File: src/hdl/smartnic_pkg.sv
package smartnic_pkg;

    // Source identifier. Line port i is i, host port i is 2 + i.
    typedef logic [1:0] port_t;

    // Destination code carried on every beat.
    typedef logic [1:0] igr_tdest_t;

    localparam igr_tdest_t IGR_TDEST_BYPASS = 2'd2;
    localparam igr_tdest_t IGR_TDEST_DROP   = 2'd3;

    // Two ports of each kind at most, limited by the width of port_t.
    localparam int NUM_SRC = 4;

    typedef struct packed {
        logic [511:0] data;
        logic [63:0]  keep;
        logic         last;
        port_t        tid;
        igr_tdest_t   tdest;
    } axis_beat_t;

    // Register map, in word addresses.
    localparam logic [2:0] REG_ADDR_TDEST_BASE    = 3'd0;
    localparam logic [2:0] REG_ADDR_SWITCH_CONFIG = 3'd4;

    typedef struct packed {
        logic [1:0] reserved;
        logic       igr_sw_tpause;
    } switch_config_t;

    typedef struct packed {
        logic        cyc;
        logic        stb;
        logic        we;
        logic [2:0]  adr;
        logic [31:0] dat_w;
    } wb_req_t;

    typedef struct packed {
        logic        ack;
        logic [31:0] dat_r;
    } wb_rsp_t;

    function automatic port_t line_src_id(input int idx);
        return port_t'(idx);
    endfunction

    function automatic port_t host_src_id(input int idx);
        return port_t'(2 + idx);
    endfunction

endpackage

File: src/hdl/axis_pipe.sv
module axis_pipe #(
    parameter type payload_t = smartnic_pkg::axis_beat_t
) (
    input  logic     core_clk,
    input  logic     reset,
    input  logic     in_valid,
    output logic     in_ready,
    input  payload_t in_payload,
    output logic     out_valid,
    input  logic     out_ready,
    output payload_t out_payload
);

    logic     skid_valid;
    payload_t skid_payload;
    logic     in_xfer;

    // Ready is the inverse of a register, so it never depends on out_ready.
    assign in_ready = !skid_valid;
    assign in_xfer  = in_valid && in_ready;

    always_ff @(posedge core_clk) begin
        if (reset) begin
            out_valid  <= 1'b0;
            skid_valid <= 1'b0;
        end else if (out_ready || !out_valid) begin
            if (skid_valid) begin
                out_valid  <= 1'b1;
                skid_valid <= 1'b0;
            end else begin
                out_valid <= in_valid;
            end
        end else if (in_xfer) begin
            skid_valid <= 1'b1;
        end
    end

    always_ff @(posedge core_clk) begin
        if (out_ready || !out_valid) begin
            out_payload <= skid_valid ? skid_payload : in_payload;
        end else if (in_xfer) begin
            // Output is stalled, so the incoming beat waits in the skid entry.
            skid_payload <= in_payload;
        end
    end

    payload_stable_a : assert property (
        @(posedge core_clk) disable iff (reset)
        out_valid && !out_ready |=> $stable(out_payload)
    );

endmodule

File: config.mk
export PLATFORM = sky130hd
export DESIGN_NAME = axis_pipe
export DESIGN_NICKNAME = d
export VERILOG_FILES = /design/src/hdl/smartnic_pkg.sv /design/src/hdl/axis_pipe.sv
export SDC_FILE = /design/constraint.sdc
export NUM_CORES = 1
export LEC_CHECK = 0
export BUFFER_PORTS_ARGS = -buffer_cell sky130_fd_sc_hd__buf_2
export CAP_MARGIN = 20
export CORE_AREA = 4 4 459 461
export DETAILED_ROUTE_END_ITERATION = 10
export DIE_AREA = 0 0 463 465
export SLEW_MARGIN = 20
export SYNTH_ARGS = -nofsm -noshare
export SYNTH_HDL_FRONTEND = slang
export SYNTH_SLANG_ARGS = --single-unit
File: constraint.sdc
create_clock -name core_clk -period 482 [get_ports core_clk]
set_input_delay 96.4 -clock core_clk [delete_from_list [all_inputs] [get_ports core_clk]]
set_output_delay 96.4 -clock core_clk [all_outputs]
set_load 0.05 [all_outputs]
# [Yosys cells after proc, flatten, opt, wreduce, memory -nomap -nowiden]
# Index checks and enable logic that the tools add are counted.
[totals] regBits=1164 latch_bits=0 ramBits=0 romBits=0 input_bits=585 output_inout_bits=583 word_cells=21 mem_count=0
[op_classes] n_addsub=0 n_mul=0 div=0 n_lt_le_gt_ge=0 n_eq_ne=0 n_shift=0 mux=2 bitwise_logic=1 reduce_logical=6
[op_table] cell="2-to-1 mux 581 bit" n=1
[op_table] cell="zero test 1 bit" n=2
[op_table] cell="AND reduction 2 bit" n=1
[op_table] cell="OR reduction 2 bit" n=1
[op_table] cell="logical AND 1 bit" n=1
[op_table] cell="logical OR 1 bit" n=1
[op_table] cell="2-to-1 mux 1 bit" n=1
[op_table] cell="NOT 1 bit" n=1

# [Logic depth before layout (Yosys ltp)]
[depth] depth_word=4 ltp_mapped=5 depth_no_buf=2

# [Worst setup path before layout]
# No wires, ideal clock.
[synth_path] path_type="input -> register" from="input port out_ready" to="register skid_payload[0] (netlist bit), enable pin" setup_ns=22.650 t_arrival_ns=235.069 required_time_ns=459.350 path_slack_ns=224.280 path_stages=2 n_path_buf=0 path_cell_list="nand2b_1 > nor3b_1"
[synth_via] elab_chain_len=3
[synth_lines] item="start: declaration" line_no="axis_pipe.sv:10" text="input logic out_ready,"
[synth_lines] item="logical OR 1 bit" line_no="axis_pipe.sv:39" text="if (out_ready || !out_valid) begin"
[synth_lines] item="NOT 1 bit (no line)"
[synth_lines] item="AND reduction 2 bit (no line)"
[synth_lines] item="end signal: assignment" line_no="axis_pipe.sv:43" text="skid_payload <= in_payload;"
[synth_lines] item="end: declaration" line_no="axis_pipe.sv:15" text="payload_t skid_payload;"
# Every way passes these cells.
# A chain may end at the register's enable or synchronous reset.

# [Worst setup path after layout]
[layout_path] from="input port out_ready" to="register skid_payload[257] (netlist bit), enable pin"
# The elaborated chain is that of the path after synthesis.

==> results.json <==
{
  "ys_ff_latch": 1164,
  "rows": 167,
  "timing.setup.tns_ps": 0,
  "setup_viol": 0,
  "wl_per_cell_um": 27.28,
  "period_needed_ps": 99560,
  "cp_top_family": "buffers and inverters",
  "clockBufferDepth": 3,
  "dp_hpwl_um": 125400,
  "area_growth_pct": 31.36,
  "yosysWarnings": 0,
  "fin_crit_sh_pct": 20.65,
  "nets": 3670,
  "cp_slowest_stage_delay_ps": 830,
  "port_buffers": 1167,
  "vias": 23350,
  "finalWirelength_um": 161400,
  "hp-class": "reg2reg",
  "drc_errors": 0,
  "fin_skew_ps": 30.92,
  "netlist_area_mm2": 0.04229,
  "drt_iter0_drc": 1709,
  "cts_hold_buf": 0,
  "drt_pass1_iterations": 5,
  "grt_most_used_layer": "met2",
  "htree_num_levels": 4,
  "cts_resized": 0,
  "whs_endpoint": "out_payload[59]",
  "run_status": "completed",
  "yosys.area.top_type": "edfxtp_1",
  "drtAntennaViolNets": 0,
  "layout_commonest_cell": "buf_2",
  "peakVddDrop_v": 0.000003154,
  "worstHoldPathCells": 1,
  "final_cell_mix": "buf_2 (1167), edfxtp_1 (1162), mux2_2 (581)",
  "drive_above_1_share_pct": 61.90,
  "fp.dieH_um": 465,
  "overflow": 0,
  "grt_pass1_vias": 23940,
  "hold_viol": 0,
  "clk_pin_slew_worst_paths_ps": 60,
  "powerDensity_mw_per_mm2": 4.547,
  "crit_top_cell": "buf_4",
  "cts_tree": "done",
  "use_met3_pct": 7.497,
  "drv_slew": 0,
  "critPathSlowestCell": "buf_4",
  "rrSetupSlack_ps": 477890,
  "gp_congestion": 0.9267,
  "start_util_pct": 20.48,
  "post-cts-setup-buffers": 0,
  "ys_types": 12,
  "synth_fp_nets": 2401,
  "criticalPathCategory": "in2reg",
  "yosysTopAreaCellShare_pct": 82.51,
  "synth_area_per_cell_um2": 23.29,
  "max_slew_margin_pct": 27.53,
  "power.leakage_nw": 20.33,
  "netlist_instances": 1816,
  "clk_latency_ps": 760,
  "numCtsBuffers": 140,
  "min_from": "skid_payload[59]",
  "cts.sinks": 1164,
  "grt_pass1_wl_um": 213100,
  "required_ps": 482380,
  "worst-path-max-fanout": 149,
  "rsz0062_at_grt": "false",
  "routed_via_density": 3.945,
  "crit_path_end_kind": "register",
  "ioPinCount": 1168,
  "critical_path_buf_inv_count": 4,
  "die_w_um": 463,
  "cap_violations": 0,
  "grtUsageMet1_pct": 17.23,
  "grt_util_all_layers_pct": 14.42,
  "yosysSeqAreaShare_pct": 82.61,
  "cp_cell_sequence": "buf_2 -> nand2b_4 -> nor3b_2 -> buf_12 -> buf_4 -> buf_4",
  "fmax_ghz": 0.01004,
  "fillerInstances": 20920,
  "grt_max_degree": 150,
  "power_w": 0.0002526,
  "regToRegStartpoint": "out_valid",
  "reg2reg_to": "skid_payload[257]",
  "die_area_mm2": 0.2153,
  "rr_worst_depth": 5,
  "tightest_slew_ps": 1087,
  "cp-start-kind": "input port",
  "antenna_found_initial": 134,
  "use_met2_pct": 22.82,
  "cts_root_buf": "clkbuf_16",
  "synth.area.top_cells": "edfxtp_1 (83%), mux2_2 (15%), buf_6 (1.0%)",
  "core_mm2": 0.2064,
  "arrival_ps": 99930
}
registers in the layout, indices dropped and copies added, names as in the netlist:
register	flops
out_payload	581
skid_valid	1
skid_payload	581
out_valid	1
how the worst max path moves through the flow:
stage / end / cells past startpoint / from / slack [ps]
final: skid_payload[257] / 6 / out_ready / 382440
after global routing: skid_payload[257] / 6 / out_ready / 382300
after detailed placement: skid_payload[361] / 6 / out_ready / 381620
after floorplan: skid_payload[0] / 2 / out_ready / 224280
after global placement: skid_payload[365] / 6 / out_ready / 381670
after CTS: skid_payload[252] / 6 / out_ready / 382510
Yosys cell counts:
| cell | n |
|---|---|
| edfxtp_1 | 1162 |
| mux2_2 | 581 |
| buf_6 | 38 |
| clkbuf_8 | 25 |
| buf_2 | 2 |
| dfxtp_1 | 2 |
| a21oi_1 | 1 |
| inv_1 | 1 |
| nand2b_1 | 1 |
| nor2_1 | 1 |
| nor3_1 | 1 |
| nor3b_1 | 1 |
through the flow:
step | utilization (%) | instances | worst slack [ps] | area (um^2) | hold WS (ps)
5_1_grt | 26.88 | 5897 | 382300 | 55500 | 545.3
4_1_cts | 26.88 | 5893 | 382510 | 55490 | 510.9
2_1_floorplan | - | 1816 | 224280 | 42290 | 523.1
3_5_place_dp | 24.69 | 5647 | 381620 | 50970 | 530.7
6_report | 26.91 | 5918 | 382440 | 55550 | 523.0
3_3_place_gp | 24.69 | 5647 | 381670 | 50970 | 526.2
power breakdown:
group	internal [W]	leakage, nW	switching (W)
sequential	0.000117	11.3	0.00000190
clock	0.0000598	2.19	0.0000448
combinational	0.00000672	6.82	0.0000220
total	0.000184	20.3	0.0000687
kinds of logic after synthesis:
family | count (synthesis) | share of synthesized area [%]
AOI/OAI and AO/OA | 1 | 0.01182
muxes | 581 | 15.47
buffers and inverters | 66 | 1.858
DFF | 1164 | 82.61
and+or+nand+nor | 4 | 0.05325
per-layer routing:
metal / share of wire, % / vias to the layer above / wire length [um]
li1: - / 9926 / -
met1: 39 / 11780 / 62860
met2: 46 / 1237 / 74030
met3: 12 / 345 / 19610
met4: 2.8 / 62 / 4548
met5: 0.23 / - / 368
cell type report:
type                    instances  area [um^2]  area share [%]
well taps                    2704         3383           6.090
repair buffers               1192         6066           10.92
multi-input cells             586         6583           11.85
flip-flops and latches       1164        34940           62.89
inverters                       1        3.754        0.006757
clock inverters                79        868.3           1.563
clock buffers                 167         3647           6.566
diodes                         25        62.56          0.1126
Note: power is estimated with default switching activity, not from simulation.
