<file path="config.mk">
export PLATFORM = sky130hd
export DESIGN_NAME = igr_path_demux
export DESIGN_NICKNAME = d
export VERILOG_FILES = /design/src/hdl/smartnic_pkg.sv /design/src/hdl/axis_pipe.sv /design/src/hdl/igr_path_demux.sv
export SDC_FILE = /design/constraint.sdc
export NUM_CORES = 1
export LEC_CHECK = 0
export ABC_AREA = 1
export BUFFER_PORTS_ARGS = -buffer_cell sky130_fd_sc_hd__clkbuf_2
export CAP_MARGIN = 20
export CORE_AREA = 4 4 685 687
export CTS_CLUSTER_SIZE = 10
export DETAILED_ROUTE_END_ITERATION = 16
export DIE_AREA = 0 0 689 691
export PLACE_DENSITY_LB_ADDON = 0.12
export SLEW_MARGIN = 30
export SYNTH_ARGS = -nofsm -noshare
export SYNTH_HDL_FRONTEND = slang
export SYNTH_SLANG_ARGS = --single-unit
</file>
<file path="constraint.sdc">
create_clock -name core_clk -period 60.6 [get_ports core_clk]
set_input_delay 12.12 -clock core_clk [delete_from_list [all_inputs] [get_ports core_clk]]
set_output_delay 12.12 -clock core_clk [all_outputs]
set_load 0.05 [all_outputs]
</file>
<file path="src/hdl/smartnic_pkg.sv">
package smartnic_pkg;

    // Source identifier. Line port i is i, host port i is 2 + i.
    typedef logic [1:0] port_t;

    // Destination code carried on every beat.
    typedef logic [1:0] igr_tdest_t;

    localparam igr_tdest_t IGR_TDEST_BYPASS = 2'd2;
    localparam igr_tdest_t IGR_TDEST_DROP   = 2'd3;

    // Two ports of each kind at most, limited by the width of port_t.
    localparam int NUM_SRC = 4;

    typedef struct packed {
        logic [511:0] data;
        logic [63:0]  keep;
        logic         last;
        port_t        tid;
        igr_tdest_t   tdest;
    } axis_beat_t;

    // Register map, in word addresses.
    localparam logic [2:0] REG_ADDR_TDEST_BASE    = 3'd0;
    localparam logic [2:0] REG_ADDR_SWITCH_CONFIG = 3'd4;

    typedef struct packed {
        logic [1:0] reserved;
        logic       igr_sw_tpause;
    } switch_config_t;

    typedef struct packed {
        logic        cyc;
        logic        stb;
        logic        we;
        logic [2:0]  adr;
        logic [31:0] dat_w;
    } wb_req_t;

    typedef struct packed {
        logic        ack;
        logic [31:0] dat_r;
    } wb_rsp_t;

    function automatic port_t line_src_id(input int idx);
        return port_t'(idx);
    endfunction

    function automatic port_t host_src_id(input int idx);
        return port_t'(2 + idx);
    endfunction

endpackage

</file>
<file path="src/hdl/axis_pipe.sv">
module axis_pipe #(
    parameter type payload_t = smartnic_pkg::axis_beat_t
) (
    input  logic     core_clk,
    input  logic     reset,
    input  logic     in_valid,
    output logic     in_ready,
    input  payload_t in_payload,
    output logic     out_valid,
    input  logic     out_ready,
    output payload_t out_payload
);

    logic     skid_valid;
    payload_t skid_payload;
    logic     in_xfer;

    // Ready is the inverse of a register, so it never depends on out_ready.
    assign in_ready = !skid_valid;
    assign in_xfer  = in_valid && in_ready;

    always_ff @(posedge core_clk) begin
        if (reset) begin
            out_valid  <= 1'b0;
            skid_valid <= 1'b0;
        end else if (out_ready || !out_valid) begin
            if (skid_valid) begin
                out_valid  <= 1'b1;
                skid_valid <= 1'b0;
            end else begin
                out_valid <= in_valid;
            end
        end else if (in_xfer) begin
            skid_valid <= 1'b1;
        end
    end

    always_ff @(posedge core_clk) begin
        if (out_ready || !out_valid) begin
            out_payload <= skid_valid ? skid_payload : in_payload;
        end else if (in_xfer) begin
            // Output is stalled, so the incoming beat waits in the skid entry.
            skid_payload <= in_payload;
        end
    end

    payload_stable_a : assert property (
        @(posedge core_clk) disable iff (reset)
        out_valid && !out_ready |=> $stable(out_payload)
    );

endmodule

</file>
<file path="src/hdl/igr_path_demux.sv">
module igr_path_demux (
    input  logic                     core_clk,
    input  logic                     reset,
    input  logic                     in_valid,
    output logic                     in_ready,
    input  smartnic_pkg::axis_beat_t in_beat,
    output logic                     app_valid,
    input  logic                     app_ready,
    output smartnic_pkg::axis_beat_t app_beat,
    output logic                     byp_valid,
    input  logic                     byp_ready,
    output smartnic_pkg::axis_beat_t byp_beat
);

    logic                     is_drop;
    logic                     is_byp;
    logic                     app_in_ready;
    smartnic_pkg::axis_beat_t app_in_beat;

    assign is_drop = (in_beat.tdest == smartnic_pkg::IGR_TDEST_DROP);
    assign is_byp  = (in_beat.tdest == smartnic_pkg::IGR_TDEST_BYPASS);

    // Bypass waits until the application stage has drained.
    assign byp_valid = in_valid && is_byp && !app_valid;
    assign byp_beat  = in_beat;

    always_comb begin
        if (is_drop) begin
            in_ready = 1'b1;
        end else if (is_byp) begin
            in_ready = byp_ready && !app_valid;
        end else begin
            in_ready = app_in_ready;
        end
    end

    always_comb begin
        app_in_beat       = in_beat;
        app_in_beat.tdest = smartnic_pkg::igr_tdest_t'({1'b0, in_beat.tid[0]});
    end

    axis_pipe #(
        .payload_t (smartnic_pkg::axis_beat_t)
    ) app_pipe (
        .core_clk    (core_clk),
        .reset       (reset),
        .in_valid    (in_valid && !is_drop && !is_byp),
        .in_ready    (app_in_ready),
        .in_payload  (app_in_beat),
        .out_valid   (app_valid),
        .out_ready   (app_ready),
        .out_payload (app_beat)
    );

    one_leg_a : assert property (
        @(posedge core_clk) disable iff (reset)
        !(app_valid && byp_valid)
    );

endmodule

</file>
### Word level (Yosys, flattened, before mapping)

Index checks and enable logic that the tools add are counted.

| storage, ports and cells | value |
|---|---|
| register bits after elaboration | 1162 |
| input port bits | 586 |
| output and inout bits | 1165 |

| cells by class | value |
|---|---|
| eq/ne operators | 2 |
| mux-type cells | 4 |
| bitwise operators | 1 |
| reduce and logical (&&, ||, !) cells | 13 |

Operators by type and width:

| kind | number |
|---|---|
| $mux W581 | 1 |
| $logic_and A1 B1 Y1 | 6 |
| $eq A2 B2 Y1 const B | 2 |
| $logic_not A1 Y1 | 4 |
| $mux W1 | 3 |
| $reduce_and A2 Y1 | 1 |
| $reduce_or A2 Y1 | 1 |
| $logic_or A1 B1 Y1 | 1 |
| $not A1 Y1 | 1 |

### Longest topological paths before layout

Gate-level depths: netlist (run 1).

| logic depth | value |
|---|---|
| depth after elaboration | 6 |
| depth in mapped cells | 6 |

### Cells and area by module

A second synthesis (run 1) with hierarchy kept.

| unflattened totals | value |
|---|---|
| cells, all modules | 3639 |
| area, all modules | 47251.6 um^2 |

Modules (own cells, without submodules):

| module | instances | cells each | area each (um^2) | sequential area each (um^2) |
|---|---|---|---|---|
| axis_pipe | 1 | 3047 | 42844.8 | 34933.5 |
| igr_path_demux | 1 | 592 | 4406.7 | 0.0 |

### Worst setup path after synthesis (run 1)

Ideal clock, no wire load.

| timing | value |
|---|---|
| kind | in2reg |
| start point | input app_ready |
| end point | register app_pipe.skid_payload[100] in the netlist's numbering (enable) |
| setup time | 1.538 ns |
| arrival | 36.348 ns |
| required time | 59.062 ns |
| setup slack | 22.714 ns |
| stages | 3 |
| path buffers | 0 |
| cell sequence | nor2_1 > nand2_1 > nor2_1 |

| between the ends | value |
|---|---|
| cells in the longest elaborated chain, start to end | 3 |

RTL lines:

| what | line | source |
|---|---|---|
| from (decl) | igr_path_demux.sv:8 | `input logic app_ready,` |
| $logic_or A1 B1 Y1 | axis_pipe.sv:39 | `if (out_ready \|\| !out_valid) begin` |
| $not A1 Y1 (no source line) | -- |  |
| $reduce_and A2 Y1 (no source line) | -- |  |
| to (signal assigned) | axis_pipe.sv:43 | `skid_payload <= in_payload;` |
| to (decl) | axis_pipe.sv:15 | `payload_t skid_payload;` |

No other way between the ends.
A chain may end at the register's enable or synchronous reset.

### Final worst setup path (run 1)

| timing | value |
|---|---|
| start point | input in_beat[1] in the netlist's numbering |
| end point | output byp_valid |

| between the ends | value |
|---|---|
| cells in the longest elaborated chain, start to end | 3 |

RTL lines:

| what | line | source |
|---|---|---|
| from (decl) | igr_path_demux.sv:6 | `input smartnic_pkg::axis_beat_t in_beat,` |
| $eq A2 B2 Y1 | igr_path_demux.sv:21 | `assign is_byp = (in_beat.tdest == smartnic_pkg::IGR_TDEST_BYPASS);` |
| $logic_and A1 B1 Y1 (2 in series) | igr_path_demux.sv:24 | `assign byp_valid = in_valid && is_byp && !app_valid;` |
| to (decl) | igr_path_demux.sv:10 | `output logic byp_valid,` |

No other way between the ends.

==> flow_summary.json, run 1 <==
{
  "outcome": "complete, no violations",
  "tns_ps": 0,
  "area_delta_synth_final_pct": 35.6,
  "grt_pass1_vias": 31300,
  "synth_flop_cell": "edfxtp_1",
  "place.gp.congestion": 0.836,
  "io_buffers": 1749,
  "fin_crit_sh_pct": 42.1,
  "cp_slowest_stage_delay_ps": 360,
  "pwr-share-clk_pct": 42.2,
  "grt_pass1_wl_um": 379000,
  "setup_slack_ps": 35080,
  "p_int_w": 0.00150,
  "synth.net_count": 4217,
  "drive_gt1_share_pct": 39.8,
  "overflow": 0,
  "synth_area_leaders": "edfxtp_1 74%, nand2_1 14%, buf_4 9.4%",
  "peakVddDrop_mv": 0.0193,
  "yosysTopAreaCell": "edfxtp_1",
  "yosys.area.top_type_share_pct": 74.4,
  "die_h_um": 691,
  "cts_buffers": 164,
  "slew-limit-headroom_pct": 32.6,
  "critical_path.slowest_cell": "clkbuf_2",
  "htree_levels": 4,
  "min_period_ps": 25520,
  "synth_common_cells": "1,745 x nand2_1, 1,158 x edfxtp_1, 585 x buf_4",
  "async_flop_share_pct": 0,
  "pwr-share-seq_pct": 42.6,
  "p_per_area_nw_per_um2": 34.6,
  "start_util_pct": 10.1,
  "fin_skew_ps": 43.5,
  "combPwrFrac_pct": 15.2,
  "cts.sinks": 1160,
  "cts_root_buf": "clkbuf_16",
  "multi_input_area_um2": 6590,
  "critical_path_required_ps": 48480,
  "viasPerCell": 2.88,
  "num_rows": 250,
  "power.share.switching_pct": 31.5,
  "wirelength_um": 306000,
  "hold_buffers": 0,
  "syn_inst": 3631,
  "ff2ff_setup_slack_ps": 53820,
  "syn_avg_cell_area_um2": 12.9,
  "hold_class": "reg2reg",
  "start_kind": "input port",
  "num-fill-cells": 52400,
  "syn_area_um2": 46700,
  "endpoint_kind": "primary output",
  "fmax_mhz": 39.2,
  "rsz0062_at_grt": "no",
  "yosysSeqAreaShare_pct": 74.5,
  "post_cts_buffers": 0,
  "clock_path_buffers": 4,
  "synth_seq_cells": 1160,
  "regArea_um2": 34800,
  "wl_per_cell_um": 27.2,
  "crit_type": "in2out",
  "crit_chain": "clkbuf_2, inv_1, nor2_1, nand2_1, nor2_1, clkbuf_2",
  "hold_viol": 0,
  "grt_use_total_pct": 12.3,
  "p_sw_w": 0.000689,
  "fin_nets": 5457,
  "grt_max_degree": 119,
  "drcViolationCount": 0,
  "synth_edf_count": 1158,
  "yosys_warnings": 0,
  "cp_data_arrival_time_ps": 13400,
  "dp_hpwl_um": 244000,
  "path_max_fanout": 3,
  "core_region_area_um2": 463000,
  "ios": 1751,
  "antenna_found_initial": 280,
  "vias": 32300,
  "synth.most_common_cell": "nand2_1",
  "die_w_um": 689,
  "clk-insertion-delay-late_ps": 840,
  "drtPass1Iterations": 7,
  "dieArea_um2": 476000,
  "cts_tree": "built",
  "power.leakage_nw": 26.0,
  "netlist-cell-type-count": 11,
  "drtAntennaViolNets": 0,
  "drv_cap": 0,
  "drtIter0Drc": 2200,
  "setup_viol_count_final": 0,
  "clk_pin_slew_ps": 60,
  "place_ws_ps": 35180,
  "drv_slew": 0,
  "post_cts_resized": 0,
  "worst_pin_slew_ps": 1010
}
[cell type report]
type | count | area share (%)
flip-flops and latches | 1160 | 55.0
repair buffers | 1786 | 14.4
well taps | 6174 | 12.2
multi-input cells | 1753 | 10.4
clock buffers | 214 | 6.81
clock inverters | 65 | 0.879
diodes | 63 | 0.249
inverters | 6 | 0.0593
[state kept, by name (all words and copies together), names as in the netlist]
signal / flops
app_pipe.skid_valid: 1
app_pipe.skid_payload: 579
app_pipe.out_payload: 579
app_pipe.out_valid: 1
[cell usage in the layout (no fill, tap or decap), types with 2 or more instances in the layout]
| cell | instances |
|---|---|
| nand2_1 | 1745 |
| inv_8 | 2 |
| edfxtp_1 | 1158 |
| inv_1 | 4 |
| clkbuf_1 | 49 |
| inv_6 | 4 |
| clkinv_8 | 5 |
| diode_2 | 63 |
| clkinv_2 | 7 |
| buf_12 | 7 |
| clkbuf_16 | 165 |
| clkinv_4 | 2 |
| nor2_1 | 5 |
| clkinvlp_4 | 3 |
| bufinv_16 | 6 |
| clkbuf_2 | 1749 |
| buf_4 | 28 |
| clkinv_1 | 36 |
[per-layer routing]
metal  GRT usage (%)  vias to the layer above  share of wire [%]
li1                -                    14100                  -
met1            13.4                    15800                 37
met2            21.4                     1696                 50
met3            5.53                      662                 10
met4            3.36                       90                2.7
met5               0                        -               0.20
[power groups by stage]
stage | registers, W | clock network (W) | logic (W)
3_3_place_gp | 0.000951 | 0 | 0.000339
6_report | 0.000933 | 0.000923 | 0.000332
4_1_cts | 0.000934 | 0.000977 | 0.000340
3_5_place_dp | 0.000950 | 0 | 0.000339
2_1_floorplan | 0.00106 | 0 | 0.000128
5_1_grt | 0.000936 | 0.00100 | 0.000346
[path summary, 6_finish.rpt]
kind / cells after the start / startpoint / endpoint
worst max-delay path: 6 / in_beat[1] / byp_valid
worst min-delay path: 2 / app_pipe.skid_payload[188]$_DFFE_PP_ / app_pipe.out_payload[188]$_DFFE_PP_
worst max register to register: 9 / app_pipe.skid_valid$_SDFFE_PP0P_ / app_pipe.skid_payload[253]$_DFFE_PP_
worst min register to register: 2 / app_pipe.skid_payload[188]$_DFFE_PP_ / app_pipe.out_payload[188]$_DFFE_PP_
[critical path, delay by kind of cell]
family / cells / cell delay [ps]
simple gates: 3 / 600
buf+inv: 3 / 670
[per-stage QoR]
stage	hold WS, ps	cell area, um2	cells	util [%]	power (W)
6_report	492	63300	11200	13.7	0.00219
4_1_cts	479	63200	11200	13.6	0.00225
3_5_place_dp	501	58300	10900	12.6	0.00129
2_1_floorplan	494	46700	3631	-	0.00119
3_3_place_gp	500	58300	10900	12.6	0.00129
5_1_grt	509	63300	11200	13.7	0.00229
[cells by family (layout without fill, tap and decap cells)]
logic type,Yosys count,after routing,synth area share [%]
AND/OR/NAND/NOR,1751,1751,14.1
buffers and inverters,718,2071,11.4
AO/OA/AOI/OAI,1,1,0.0107
other,1,64,0.00803
flip-flops,1160,1160,74.5
Power figures use the tool's default switching activity.
==> run 2, diff against run 1 <==
--- a/config.mk
+++ b/config.mk
@@ -8,10 +8,10 @@
 export ABC_AREA = 1
 export BUFFER_PORTS_ARGS = -buffer_cell sky130_fd_sc_hd__clkbuf_2
 export CAP_MARGIN = 20
-export CORE_AREA = 4 4 685 687
+export CORE_AREA = 4 4 680 682
 export CTS_CLUSTER_SIZE = 10
 export DETAILED_ROUTE_END_ITERATION = 16
-export DIE_AREA = 0 0 689 691
+export DIE_AREA = 0 0 684 686
 export PLACE_DENSITY_LB_ADDON = 0.12
 export SLEW_MARGIN = 30
 export SYNTH_ARGS = -nofsm -noshare
==> constraint.sdc (replaced) <==
create_clock -name core_clk -period 21.1 [get_ports core_clk]
set_input_delay 4.22 -clock core_clk [delete_from_list [all_inputs] [get_ports core_clk]]
set_output_delay 4.22 -clock core_clk [all_outputs]
set_load 0.05 [all_outputs]
==> flow_summary.json, run 2 (synthesis gave the netlist of run 1 again) <==
{
  "worst_path_most_repeated_cell": "clkbuf_2",
  "crit_chain": "clkbuf_2, inv_1, nor2_1, a21oi_1, clkbuf_2",
  "critical_path.slowest_cell": "a21oi_1",
  "post_cts_buffers": 0,
  "min_period_ps": 9690,
  "post_cts_resized": 0,
  "fin_crit_sh_pct": 45.9,
  "cts_root_buf": "clkbuf_16",
  "hold_viol": 0,
  "clk_pin_slew_ps": 60,
  "io_buffers": 1749,
  "p_per_area_nw_per_um2": 100,
  "whs_path_depth": 2,
  "clk-insertion-delay-late_ps": 840,
  "num-fill-cells": 51400,
  "drive_gt1_share_pct": 40.2,
  "outcome": "complete, no violations",
  "wirelength_um": 305000,
  "final_common_cell": "clkbuf_2",
  "viasPerCell": 2.93,
  "drv_cap": 0,
  "cts_tree": "built",
  "rr_worst_depth": 7,
  "crit_type": "in2out",
  "dp_hpwl_um": 246000,
  "hold_buffers": 0,
  "path_max_fanout": 3,
  "fin_skew_ps": 43.0,
  "cts.sinks": 1160,
  "cts_buffers": 166,
  "timing.hold.ws_ps": 485,
  "drtIter0Drc": 1847,
  "final_cell_mix": "1,749 x clkbuf_2, 1,745 x nand2_1, 1,158 x edfxtp_1, 171 x clkbuf_16, 39 x clkbuf_1",
  "grt_use_total_pct": 12.4,
  "drcViolationCount": 0,
  "critical_path_required_ps": 16880,
  "core_region_area_um2": 456000,
  "start_util_pct": 10.2,
  "power.leakage_nw": 26.2,
  "dieArea_um2": 469000,
  "num_rows": 248,
  "place.gp.congestion": 0.820,
  "vias": 32300,
  "drv_slew": 0,
  "cp_data_arrival_time_ps": 5470,
  "fmax_mhz": 103,
  "overflow": 0,
  "slew-limit-headroom_pct": 34.2,
  "grt_max_degree": 128,
  "hold_class": "reg2reg",
  "worst_pin_slew_ps": 987,
  "ios": 1751,
  "drtPass1Iterations": 5,
  "grt_pass1_wl_um": 380000,
  "rsz0062_at_grt": "no",
  "setup_viol_count_final": 0,
  "peakVddDrop_mv": 0.0543,
  "drtAntennaViolNets": 0,
  "area_delta_synth_final_pct": 35.4,
  "biggestRegsByFlops": "app_pipe.out_payload x579, app_pipe.skid_payload x579",
  "grt_pass1_vias": 31400,
  "endpoint_kind": "primary output",
  "fin_nets": 5464,
  "htree_levels": 4,
  "clock_path_buffers": 4,
  "start_kind": "input port",
  "die_h_um": 686,
  "die_w_um": 684,
  "cp_slowest_stage_delay_ps": 380,
  "wl_per_cell_um": 27.6,
  "tns_ps": 0,
  "antenna_found_initial": 280
}
run 2: cell count changes in the layout (fill, tap and decap cells not counted), sizes merged:
cell | previous run | this run
clkinv | 51 | 60
clkinvlp | 3 | 2
clkbuf | 1963 | 1959
buf | 37 | 42
diode | 63 | 48
inv | 11 | 16
run 2: per-layer routing:
layer | up-vias | GRT usage (%) | part of all wire (%)
met4 | 88 | 3.31 | 3.3
met3 | 691 | 5.59 | 9.7
met5 | - | 0 | 0.23
li1 | 14100 | - | -
met2 | 1663 | 21.8 | 49
met1 | 15800 | 13.5 | 37
run 2: final timing paths:
check | from | slack [ps] | end
max | in_beat[1] | 11410 | in_ready
min | app_pipe.skid_payload[557]$_DFFE_PP_ | 490 | app_pipe.out_payload[557]$_DFFE_PP_
max reg2reg | app_pipe.out_valid$_SDFFE_PP0P_ | 16170 | app_pipe.out_payload[358]$_DFFE_PP_
min reg2reg | app_pipe.skid_payload[557]$_DFFE_PP_ | 490 | app_pipe.out_payload[557]$_DFFE_PP_
run 2: final cells by class:
| class | instances | area, um2 | share of cell area, % |
|---|---|---|---|
| flip-flops and latches | 1160 | 34800 | 55.1 |
| inverters | 6 | 37.5 | 0.0594 |
| multi-input cells | 1753 | 6590 | 10.4 |
| clock buffers | 210 | 4430 | 7.00 |
| diodes | 48 | 120 | 0.190 |
| clock inverters | 78 | 617 | 0.975 |
| well taps | 6000 | 7510 | 11.9 |
| repair buffers | 1791 | 9130 | 14.4 |
run 2: critical path, delay by kind of cell:
| family | cells | cell delay [ps] |
|---|---|---|
| AND/OR/NAND/NOR | 1 | 70 |
| AO/OA/AOI/OAI | 1 | 380 |
| buffers and inverters | 3 | 780 |
run 2: where the power goes:
| part | total [W] | internal (W) | switching, W |
|---|---|---|---|
| combinational | 0.000955 | 0.000153 | 0.000802 |
| clock | 0.00271 | 0.00156 | 0.00115 |
| sequential | 0.00268 | 0.00265 | 0.0000320 |
run 2: per-stage QoR:
| step | std cells | power [W] | cell area (um2) | util [%] | setup WS [ps] |
|---|---|---|---|---|---|
| 2_1_floorplan | 3631 | 0.00342 | 46700 | - | 1020 |
| 3_3_place_gp | 10700 | 0.00370 | 58000 | 12.7 | 11170 |
| 3_5_place_dp | 10700 | 0.00370 | 58100 | 12.7 | 11220 |
| 4_1_cts | 11000 | 0.00652 | 63100 | 13.8 | 11220 |
| 5_1_grt | 11000 | 0.00662 | 63200 | 13.9 | 11280 |
| 6_report | 11000 | 0.00634 | 63200 | 13.9 | 11410 |
