File: config.mk
export PLATFORM = sky130hd
export DESIGN_NAME = axis_pkt_arbiter
export DESIGN_NICKNAME = d
export VERILOG_FILES = /design/src/hdl/smartnic_pkg.sv /design/src/hdl/axis_pipe.sv /design/src/hdl/axis_pkt_arbiter.sv
export SDC_FILE = /design/constraint.sdc
export NUM_CORES = 1
export LEC_CHECK = 0
export BUFFER_PORTS_ARGS = -buffer_cell sky130_fd_sc_hd__buf_2
export CORE_AREA = 2 2 675 677
export CTS_BUF_LIST = sky130_fd_sc_hd__clkbuf_4 sky130_fd_sc_hd__clkbuf_8
export CTS_CLUSTER_DIAMETER = 30
export DETAILED_ROUTE_END_ITERATION = 16
export DIE_AREA = 0 0 677 679
export PLACE_DENSITY = 0.37
export SYNTH_ARGS = -nofsm -noshare
export SYNTH_HDL_FRONTEND = slang
export SYNTH_HIERARCHICAL = 1
export SYNTH_SLANG_ARGS = --single-unit
File: constraint.sdc
create_clock -name core_clk -period 351.8 [get_ports core_clk]
set_clock_uncertainty 0.05 [all_clocks]
set_input_delay 70.36 -clock core_clk [delete_from_list [all_inputs] [get_ports core_clk]]
set_output_delay 70.36 -clock core_clk [all_outputs]
set_load 0.1 [all_outputs]
File: src/hdl/smartnic_pkg.sv
package smartnic_pkg;

    // Source identifier. Line port i is i, host port i is 2 + i.
    typedef logic [1:0] port_t;

    // Destination code carried on every beat.
    typedef logic [1:0] igr_tdest_t;

    localparam igr_tdest_t IGR_TDEST_BYPASS = 2'd2;
    localparam igr_tdest_t IGR_TDEST_DROP   = 2'd3;

    // Two ports of each kind at most, limited by the width of port_t.
    localparam int NUM_SRC = 4;

    typedef struct packed {
        logic [511:0] data;
        logic [63:0]  keep;
        logic         last;
        port_t        tid;
        igr_tdest_t   tdest;
    } axis_beat_t;

    // Register map, in word addresses.
    localparam logic [2:0] REG_ADDR_TDEST_BASE    = 3'd0;
    localparam logic [2:0] REG_ADDR_SWITCH_CONFIG = 3'd4;

    typedef struct packed {
        logic [1:0] reserved;
        logic       igr_sw_tpause;
    } switch_config_t;

    typedef struct packed {
        logic        cyc;
        logic        stb;
        logic        we;
        logic [2:0]  adr;
        logic [31:0] dat_w;
    } wb_req_t;

    typedef struct packed {
        logic        ack;
        logic [31:0] dat_r;
    } wb_rsp_t;

    function automatic port_t line_src_id(input int idx);
        return port_t'(idx);
    endfunction

    function automatic port_t host_src_id(input int idx);
        return port_t'(2 + idx);
    endfunction

endpackage

File: src/hdl/axis_pipe.sv
module axis_pipe #(
    parameter type payload_t = smartnic_pkg::axis_beat_t
) (
    input  logic     core_clk,
    input  logic     reset,
    input  logic     in_valid,
    output logic     in_ready,
    input  payload_t in_payload,
    output logic     out_valid,
    input  logic     out_ready,
    output payload_t out_payload
);

    logic     skid_valid;
    payload_t skid_payload;
    logic     in_xfer;

    // Ready is the inverse of a register, so it never depends on out_ready.
    assign in_ready = !skid_valid;
    assign in_xfer  = in_valid && in_ready;

    always_ff @(posedge core_clk) begin
        if (reset) begin
            out_valid  <= 1'b0;
            skid_valid <= 1'b0;
        end else if (out_ready || !out_valid) begin
            if (skid_valid) begin
                out_valid  <= 1'b1;
                skid_valid <= 1'b0;
            end else begin
                out_valid <= in_valid;
            end
        end else if (in_xfer) begin
            skid_valid <= 1'b1;
        end
    end

    always_ff @(posedge core_clk) begin
        if (out_ready || !out_valid) begin
            out_payload <= skid_valid ? skid_payload : in_payload;
        end else if (in_xfer) begin
            // Output is stalled, so the incoming beat waits in the skid entry.
            skid_payload <= in_payload;
        end
    end

    payload_stable_a : assert property (
        @(posedge core_clk) disable iff (reset)
        out_valid && !out_ready |=> $stable(out_payload)
    );

endmodule

File: src/hdl/axis_pkt_arbiter.sv
module axis_pkt_arbiter #(
    parameter int N = 2
) (
    input  logic                     core_clk,
    input  logic                     reset,
    input  logic                     in_valid [N],
    output logic                     in_ready [N],
    input  smartnic_pkg::axis_beat_t in_beat  [N],
    output logic                     out_valid,
    input  logic                     out_ready,
    output smartnic_pkg::axis_beat_t out_beat
);

    localparam int IDX_W = (N > 1) ? $clog2(N) : 1;

    logic [IDX_W-1:0]         grant_q;
    logic [IDX_W-1:0]         sel;
    logic                     locked_q;
    logic                     pipe_valid;
    logic                     pipe_ready;
    logic                     xfer;
    logic                     xfer_last;
    smartnic_pkg::axis_beat_t pipe_beat;

    // Round robin: the lowest offset after the last grant wins.
    always_comb begin
        sel = grant_q;
        if (!locked_q) begin
            for (int off = N; off >= 1; off--) begin
                if (in_valid[(int'(grant_q) + off) % N]) begin
                    sel = IDX_W'((int'(grant_q) + off) % N);
                end
            end
        end
    end

    assign pipe_valid = in_valid[sel];
    assign pipe_beat  = in_beat[sel];
    assign xfer       = pipe_valid && pipe_ready;
    assign xfer_last  = pipe_beat.last;

    always_comb begin
        for (int k = 0; k < N; k++) begin
            in_ready[k] = pipe_ready && (sel == IDX_W'(k));
        end
    end

    always_ff @(posedge core_clk) begin
        if (reset) begin
            grant_q  <= IDX_W'(N - 1);
            locked_q <= 1'b0;
        end else if (xfer) begin
            grant_q  <= sel;
            locked_q <= !xfer_last;
        end
    end

    axis_pipe #(
        .payload_t (smartnic_pkg::axis_beat_t)
    ) out_pipe (
        .core_clk    (core_clk),
        .reset       (reset),
        .in_valid    (pipe_valid),
        .in_ready    (pipe_ready),
        .in_payload  (pipe_beat),
        .out_valid   (out_valid),
        .out_ready   (out_ready),
        .out_payload (out_beat)
    );

    // A beat that is not the last one keeps the same input selected.
    grant_locked_a : assert property (
        @(posedge core_clk) disable iff (reset)
        xfer && !xfer_last |=> sel == $past(sel)
    );

endmodule

# Yosys cells after proc, flatten, opt, wreduce, memory -nomap -nowiden
# Cells that the tools add are included.
# Widths: inputs -> output; s select.
[classes]
add_sub_neg = 2
mul = 0
div_mod_pow = 0
order_cmp = 3
eq_ne = 0
n_shift = 0
mux = 17
n_bitwise = 7
n_reduce_logical = 9
[op_table]
columns = ["operator", "n"]
rows = [
  ["$mux 581", 4],
  ["$ge 32x2->1 const B", 2],
  ["$not 32->32", 2],
  ["$mux 1", 13],
  ["$logic_and 1x1->1", 3],
  ["$logic_not 1->1", 3],
  ["$add 1x1->1 const B", 2],
  ["$and 1x1->1 const A", 2],
  ["$ge 2x2->1 const B", 1],
  ["$not 1->1", 2],
  ["$not 1->2", 1],
  ["$reduce_and 2->1", 1],
  ["$reduce_or 2->1", 1],
  ["$logic_or 1x1->1", 1],
]
[word_totals]
regBits = 1166
latchBits = 0
mem_bits_rw = 0
mem_bits_ro = 0
input_bits = 1167
out_inout_bits = 584
wordCells = 52
memories = 0

# Depth between registers and ports, before layout
# Gate-level depths: netlist of the first run.
[logic_depth]
depth_word = 15
ltp_mapped = 7
mapped_depth_nobuf = 4

# Hierarchy
# The synthesis of the first run kept the hierarchy.
[by_module_without_submodules]
columns = ["mod", "instances", "cells_per_inst", "area_per_inst_um2", "seq_area_each_um2"]
rows = [
  ["axis_pipe", 1, 1816, 42289.3, 34933.5],
  ["axis_pkt_arbiter", 1, 672, 10181.0, 40.0],
]

# Least setup slack after synthesis of the first run
# OpenSTA, ideal clock, no wires.
[synth_path]
kind = "input port to flip-flop"
start = "input out_ready"
end = "register out_pipe/skid_payload[0] (netlist name) (enable)"
setup_time_ns = 22.650
t_arrival_ns = 209.029
required_time_ns = 329.100
setup_slack_ns = 120.070
stages = 2
path_buffers = 0
path_cell_list = "nand2b_1 > nor3b_1"
[synth_between]
elab_chain_cells = 3
[synth_lines]
columns = ["element", "line_no", "rtl"]
rows = [
  ["start: declaration", "axis_pkt_arbiter.sv:10", "input logic out_ready,"],
  ["$logic_or 1x1->1", "axis_pipe.sv:39", "if (out_ready || !out_valid) begin"],
  ["$not 1->1 (no line)", "--", ""],
  ["$reduce_and 2->1 (no line)", "--", ""],
  ["end signal: assignment", "axis_pipe.sv:43", "skid_payload <= in_payload;"],
  ["end: declaration", "axis_pipe.sv:15", "payload_t skid_payload;"],
]
# No other way between the ends.
# A chain may end at the register's enable or synchronous reset.

==> flow_summary.yaml, run 1 <==
route:
  drt_iter0_drc: 1866
  first_pass_iters: 7
  wl_per_cell_microns: 27.9
  drt-total-wl_mm: 301
  ant_nets: 0
  via_per_inst: 3.02
  dr_total_vias: 32551
  drc: 0
power_and_ir_drop:
  ir_drop_v: 0.00000363
  p_per_area_nw_per_um2: 7.77
  p_leak_uw: 0.0292
floorplanning:
  io_pins: 1751
  die_x_microns: 677
  core_area_sq_um: 452000
  rows: 247
  die_area_sq_um: 460000
  die_y_microns: 679
  start_util_pct: 11.6
layout:
  nFillCells: 49749
  multi_input_area_sq_um: 15400
  drive_above_1_share_pct: 73.3
  regArea_sq_um: 35000
  area_delta_synth_final_pct: 42.6
  nNetsFinal: 5678
synth:
  synthMostInstantiatedCell: "edfxtp_1"
  syn-cell-area_sq_um: 52500
  avgSynthCellArea_sq_um: 21.1
  ys_top_cells_by_area: "edfxtp_1 67%, mux2_4 16%, mux2_2 12%"
  synth_edf_count: 1162
  synth_flop_cell: "edfxtp_1"
  ys_ff_latch: 1166
  yosys-top-cells-count: "1162 x edfxtp_1, 581 x mux2_2, 570 x mux2_4"
  synth_top_cell_by_area: "edfxtp_1"
  yosysSeqAreaShare_pct: 66.7
  async_reset_ff_share_pct: 0
  synth.distinct_cells: 30
  synth_top_area_share_pct: 66.5
  synth_cells: 2488
  synth_nets: 3655
  yosys_warnings: 6
global_route:
  grt_pass1_wl_mm: 375
  grt_max_degree: 131
  grt_use_total_pct: 12.5
  first_global_vias: 35204
  grt_antenna_before_repair: 74
  gr-total-overflow: 0
setup_path:
  r2r_slack_ps: 345560
  crit_top_cell: "buf_2"
  cp.required_ps: 281390
  worst_setup_path_end_kind: "output port"
  reg2regPathDepth: 9
  worst_r2r_startpoint: "grant_q$_SDFFE_PP1P_"
  path_cells: "buf_2, nor2b_4, o22ai_4, buf_4, and2_1, buf_2"
  crit_path_start_kind: "input pin"
  criticalPathCategory: "input pin to output port"
  max_stage_delay_ps: 440
  path_max_fanout: 30
  worstSetupStartpoint: "in_valid[0]"
  reg2reg_to: "out_pipe/skid_payload[461]$_DFFE_PP_"
  crit_end: "in_ready[1]"
  cpMaxStageDelayCell: "buf_2"
  arrival_ps: 71940
sta:
  period_needed_ps: 142350
  final-max-slew-violation-count: 0
  tns_ps: 0
  final-setup-viol-count: 0
  rsz0062_at_grt: "false"
  worstMarginPinSlew_ps: 1210
  hold_viol: 0
  relSlewSlack_pct: 19.2
  period_share_pct: 40.5
  fmax_mhz: 7.03
  setup_ws_ps: 209450
clock_network:
  hold_buffers: 0
  clk_pin_slew_ps: 50
  cts_max_level: 5
  cts_root_buffer: "clkbuf_8"
  cts_sinks: 1166
  cts_buffer_depth: 4
  cts_setup_buffers: 0
  cts_buffers: 361
  cts.repair.resized: 0
  tritoncts: "yes"
  clk_latency_ps: 1090
outcome:
  status: "completed"
place:
  hpwl_mm: 248
  routabilityCongestion: 0.967
  post-place-ws_ps: 209450
  io_buffers: 1750
job:
  drv_cap: 0
hold_path:
  worstHoldPathType: "register to register"
## worst max-delay path: cells and delay by family
| family | cells | cell delay, ps |
|---|---|---|
| compound gates | 1 | 150 |
| buf+inv | 3 | 1010 |
| simple gates | 2 | 390 |
## cell families after synthesis
kind of cell | share of synthesized area [%]
buffers and inverters | 4.00
AND/OR/NAND/NOR | 0.160
AO/OA/AOI/OAI | 0.172
flip-flops | 66.7
multiplexers | 29.0
## cell type report
cell class                 count  share of cell area [%]
antenna                       18                  0.0602
clock buffer                 415                    7.19
clock inverter               236                    3.22
inverter                       5                  0.0251
multi-input combinational   1186                    20.6
sequential                  1166                    46.7
tap                         5976                    9.99
timing repair buffer        1791                    12.2
## how the worst min path moves through the flow
stage	from	endpoint	slack [ps]	cells past startpoint
after floorplan	out_pipe/skid_payload[0]$_DFFE_PP_	out_pipe/out_payload[0]$_DFFE_PP_	470	1
after global placement	out_pipe/skid_payload[169]$_DFFE_PP_	out_pipe/out_payload[169]$_DFFE_PP_	480	1
after detailed placement	out_pipe/skid_payload[152]$_DFFE_PP_	out_pipe/out_payload[152]$_DFFE_PP_	480	1
after CTS	out_pipe/skid_payload[123]$_DFFE_PP_	out_pipe/out_payload[123]$_DFFE_PP_	400	1
after global routing	out_pipe/skid_payload[296]$_DFFE_PP_	out_pipe/out_payload[296]$_DFFE_PP_	420	1
final	out_pipe/skid_payload[525]$_DFFE_PP_	out_pipe/out_payload[525]$_DFFE_PP_	410	1
## per-stage QoR
step	util (%)	hold slack [ps]	instances	cell area [sq um]	total power, uW
6_report	16.6	412	10793	74800	581
5_1_grt	16.6	418	10781	74800	605
3_5_place_dp	14.8	480	10124	67000	372
4_1_cts	16.6	402	10775	74800	595
3_3_place_gp	14.8	480	10124	67000	373
2_1_floorplan	-	473	2488	52500	329
## flip-flops by register name, summed over array words and instances (netlist names)
| register | count |
|---|---|
| out_pipe/out_payload | 581 |
| out_pipe/skid_payload | 581 |
| grant_q | 1 |
| locked_q | 1 |
| out_pipe/out_valid | 1 |
| out_pipe/skid_valid | 1 |
## report_power, final
| group | leakage [uW] | switching, uW | internal (uW) |
|---|---|---|---|
| Clock | 0.00399 | 81.7 | 134 |
| Sequential | 0.0113 | 12.5 | 176 |
| Combinational | 0.0138 | 138 | 39.6 |
| Total | 0.0292 | 232 | 349 |
## cells in the final DEF, fill, tap and decap left out, drive strengths merged
master and count:
clkinv 150, nor2b 1, o221a 1, nor3b 1
buf 1791, edfxtp 1162, nand2 1, a211o 1
clkbuf 415, o31ai 1, nand2b 1, and2 1
mux2 1161, o21ai 2, o22ai 1, or2 1
diode 18, or2b 1, o211ai 1, clkinvlp 22
inv 26, a31oi 1, a221oi 1, nor3 2
mux2i 1, a21oi 2, dfxtp 4, bufinv 43
nor2 4
## layer usage
| layer | vias to the layer above | share of wire [%] | track usage [%] |
|---|---|---|---|
| met5 | - | 0.051 | 0 |
| met4 | 24 | 2.7 | 3.57 |
| met3 | 375 | 12 | 6.74 |
| met2 | 1551 | 47 | 20.7 |
| met1 | 16493 | 38 | 13.7 |
| li1 | 14108 | - | - |
No activity file was read; power rests on OpenSTA's default activity.
==> inputs of run 2 (changes only) <==
--- a/config.mk
+++ b/config.mk
@@ -5,13 +5,14 @@
 export SDC_FILE = /design/constraint.sdc
 export NUM_CORES = 1
 export LEC_CHECK = 0
+export ABC_AREA = 1
 export BUFFER_PORTS_ARGS = -buffer_cell sky130_fd_sc_hd__buf_2
-export CORE_AREA = 2 2 675 677
+export CORE_AREA = 2 2 680 682
 export CTS_BUF_LIST = sky130_fd_sc_hd__clkbuf_4 sky130_fd_sc_hd__clkbuf_8
 export CTS_CLUSTER_DIAMETER = 30
 export DETAILED_ROUTE_END_ITERATION = 16
-export DIE_AREA = 0 0 677 679
-export PLACE_DENSITY = 0.37
+export DIE_AREA = 0 0 682 684
+export PLACE_DENSITY = 0.36
 export SYNTH_ARGS = -nofsm -noshare
 export SYNTH_HDL_FRONTEND = slang
 export SYNTH_HIERARCHICAL = 1
==> constraint.sdc (replaced) <==
create_clock -name core_clk -period 135.8 [get_ports core_clk]
set_clock_uncertainty 0.05 [all_clocks]
set_input_delay 27.16 -clock core_clk [delete_from_list [all_inputs] [get_ports core_clk]]
set_output_delay 27.16 -clock core_clk [all_outputs]
set_load 0.1 [all_outputs]
==> run 2 against run 1 <==
Compared with the run above:
- clock-buffer cell count grew 26
- synthesized area shrank 4.3%
- flip-flop and latch count is the same
- clock power grew to 2.9 times the previous value
- first-iteration DRC count grew 98%
- power grew to 3.3 times the previous value
- hold slack gained 17 ps
- largest cell class unchanged
==> flow_summary.yaml, run 2 <==
setup_path:
  arrival_ps: 29140
  criticalPathCategory: "input pin to output port"
  crit_path_start_kind: "input pin"
  worstSetupStartpoint: "in_valid[1]"
  worst_setup_path_end_kind: "output port"
  cp.required_ps: 108590
  worst_r2r_startpoint: "grant_q$_SDFFE_PP1P_"
  path_max_fanout: 84
  reg2regPathDepth: 11
  r2r_slack_ps: 130750
clock_network:
  clk_pin_slew_ps: 60
  cts_buffers: 379
  hold_buffers: 0
  tritoncts: "yes"
  cts_sinks: 1166
  cts_root_buffer: "clkbuf_8"
  cts_buffer_depth: 4
  cts_setup_buffers: 0
  clk_latency_ps: 1030
  cts.repair.resized: 0
  cts_max_level: 5
hold_path:
  holdPathStages: 2
  worstHoldPathType: "register to register"
  min_from: "out_pipe/skid_payload[110]$_DFFE_PP_"
synth:
  synth_flop_cell: "edfxtp_1"
  async_reset_ff_share_pct: 0
  synth_nets: 6111
  ys_top_cells_by_area: "edfxtp_1 69%, nand2_1 26%, buf_6 1.3%"
  synth_top_cell_by_area: "edfxtp_1"
  synth_edf_count: 1162
  syn-cell-area_sq_um: 50200
  yosys_warnings: 6
  synthMostInstantiatedCell: "nand2_1"
  yosysSeqAreaShare_pct: 69.7
  synth.distinct_cells: 20
  avgSynthCellArea_sq_um: 10.2
  synth_top_area_share_pct: 69.5
  ys_ff_latch: 1166
  yosys-top-cells-count: "3484 x nand2_1, 1162 x edfxtp_1, 128 x buf_2"
  synth_cells: 4944
sta:
  fmax_mhz: 17.7
  period_share_pct: 41.5
  relSlewSlack_pct: 29.8
  worstMarginPinSlew_ps: 1050
  final-setup-viol-count: 0
  hold_viol: 0
  rsz0062_at_grt: "false"
  period_needed_ps: 56350
  setup_ws_ps: 79450
  tns_ps: 0
  final-max-slew-violation-count: 0
route:
  drt-total-wl_mm: 319
  wl_per_cell_microns: 23.9
  via_per_inst: 3.21
  ant_nets: 0
  drt_iter0_drc: 3701
  dr_total_vias: 42880
  drc: 0
  first_pass_iters: 5
power_and_ir_drop:
  switchingPower_uw: 915
  pwr-share-clk_pct: 32.7
  p_leak_uw: 0.0334
  comb_power_share_pct: 39.1
  ir_drop_v: 0.0000149
  p_int_uw: 977
  p_per_area_nw_per_um2: 25.6
  seqPwrFrac_pct: 28.2
  p_sw_share_pct: 48.4
place:
  routabilityCongestion: 0.869
  hpwl_mm: 259
  io_buffers: 1750
  post-place-ws_ps: 79380
floorplanning:
  die_area_sq_um: 466000
  die_y_microns: 684
  die_x_microns: 682
  io_pins: 1751
  core_area_sq_um: 459000
  rows: 249
  start_util_pct: 10.9
global_route:
  grt_max_degree: 155
  gr-total-overflow: 0
  grt_use_total_pct: 13.0
  grt_antenna_before_repair: 83
  grt_pass1_wl_mm: 403
  first_global_vias: 41523
outcome:
  status: "completed"
layout:
  final_common_cell: "nand2_1"
  layout_common_cells: "3483 x nand2_1, 1750 x buf_2, 1162 x edfxtp_1"
  regArea_sq_um: 35000
  nFillCells: 52119
  drive_above_1_share_pct: 34.1
  area_delta_synth_final_pct: 47.5
  nNetsFinal: 8037
  multi_input_area_sq_um: 13300
  reg_top3: "out_pipe/out_payload: 581 flops, out_pipe/skid_payload: 581 flops"
job:
  drv_cap: 0
==> run 2: kinds of logic (layout without fill, tap and decap cells) <==
logic type,after synthesis,in the layout,synth area share (%)
compound gates,2,2,0.0249
buf+inv,267,2513,3.99
flops,1166,1166,69.7
other cells,0,32,0
simple gates,3509,3509,26.3
==> run 2: layout make-up <==
type	count	area share (%)
Multi-Input combinational cell	3511	17.9
Timing Repair Buffer	1802	12.4
Inverter	10	0.0963
Clock buffer	441	7.69
Clock inverter	260	4.12
Tap cell	6149	10.4
Sequential cell	1166	47.2
Antenna cell	32	0.108
==> run 2: routing by layer <==
metal / up-vias / share of wire, % / global-route usage, %
met5: - / 0.076 / 0
li1: 20012 / - / -
met3: 433 / 12 / 6.42
met4: 38 / 3.2 / 4.19
met2: 1886 / 47 / 21.6
met1: 20511 / 37 / 14.5
==> run 2: path summary, 6_finish.rpt <==
check / end
worst max-delay path: in_ready[0]
worst min-delay path: out_pipe/out_payload[110]$_DFFE_PP_
worst max register to register: out_pipe/out_payload[395]$_DFFE_PP_
worst min register to register: out_pipe/out_payload[110]$_DFFE_PP_
==> run 2: through the flow <==
stage	cells	hold WS [ps]	power [uW]	utilization (%)	area, sq um
final	13371	429	1890	16.1	74000
after global routing	13356	462	1970	16.1	74000
after CTS	13339	423	1930	16.1	74000
after detailed placement	12638	450	1300	14.2	65200
after global placement	12638	451	1300	14.2	65200
after floorplan	4944	433	1060	-	50200
==> run 2: power by group through the flow <==
stage | Clock, uW | Combinational (uW) | Sequential (uW)
6_report | 619 | 740 | 533
5_1_grt | 658 | 776 | 540
4_1_cts | 640 | 758 | 536
3_5_place_dp | 0 | 756 | 541
3_3_place_gp | 0 | 758 | 541
2_1_floorplan | 0 | 128 | 928
==> run 2: worst max-delay path, stage by stage <==
cell and delay [ps]:
buf_2 120, nand2_1 80, nand2_1 170, nand2_8 520
inv_8 280, nor2_2 260, buf_2 460
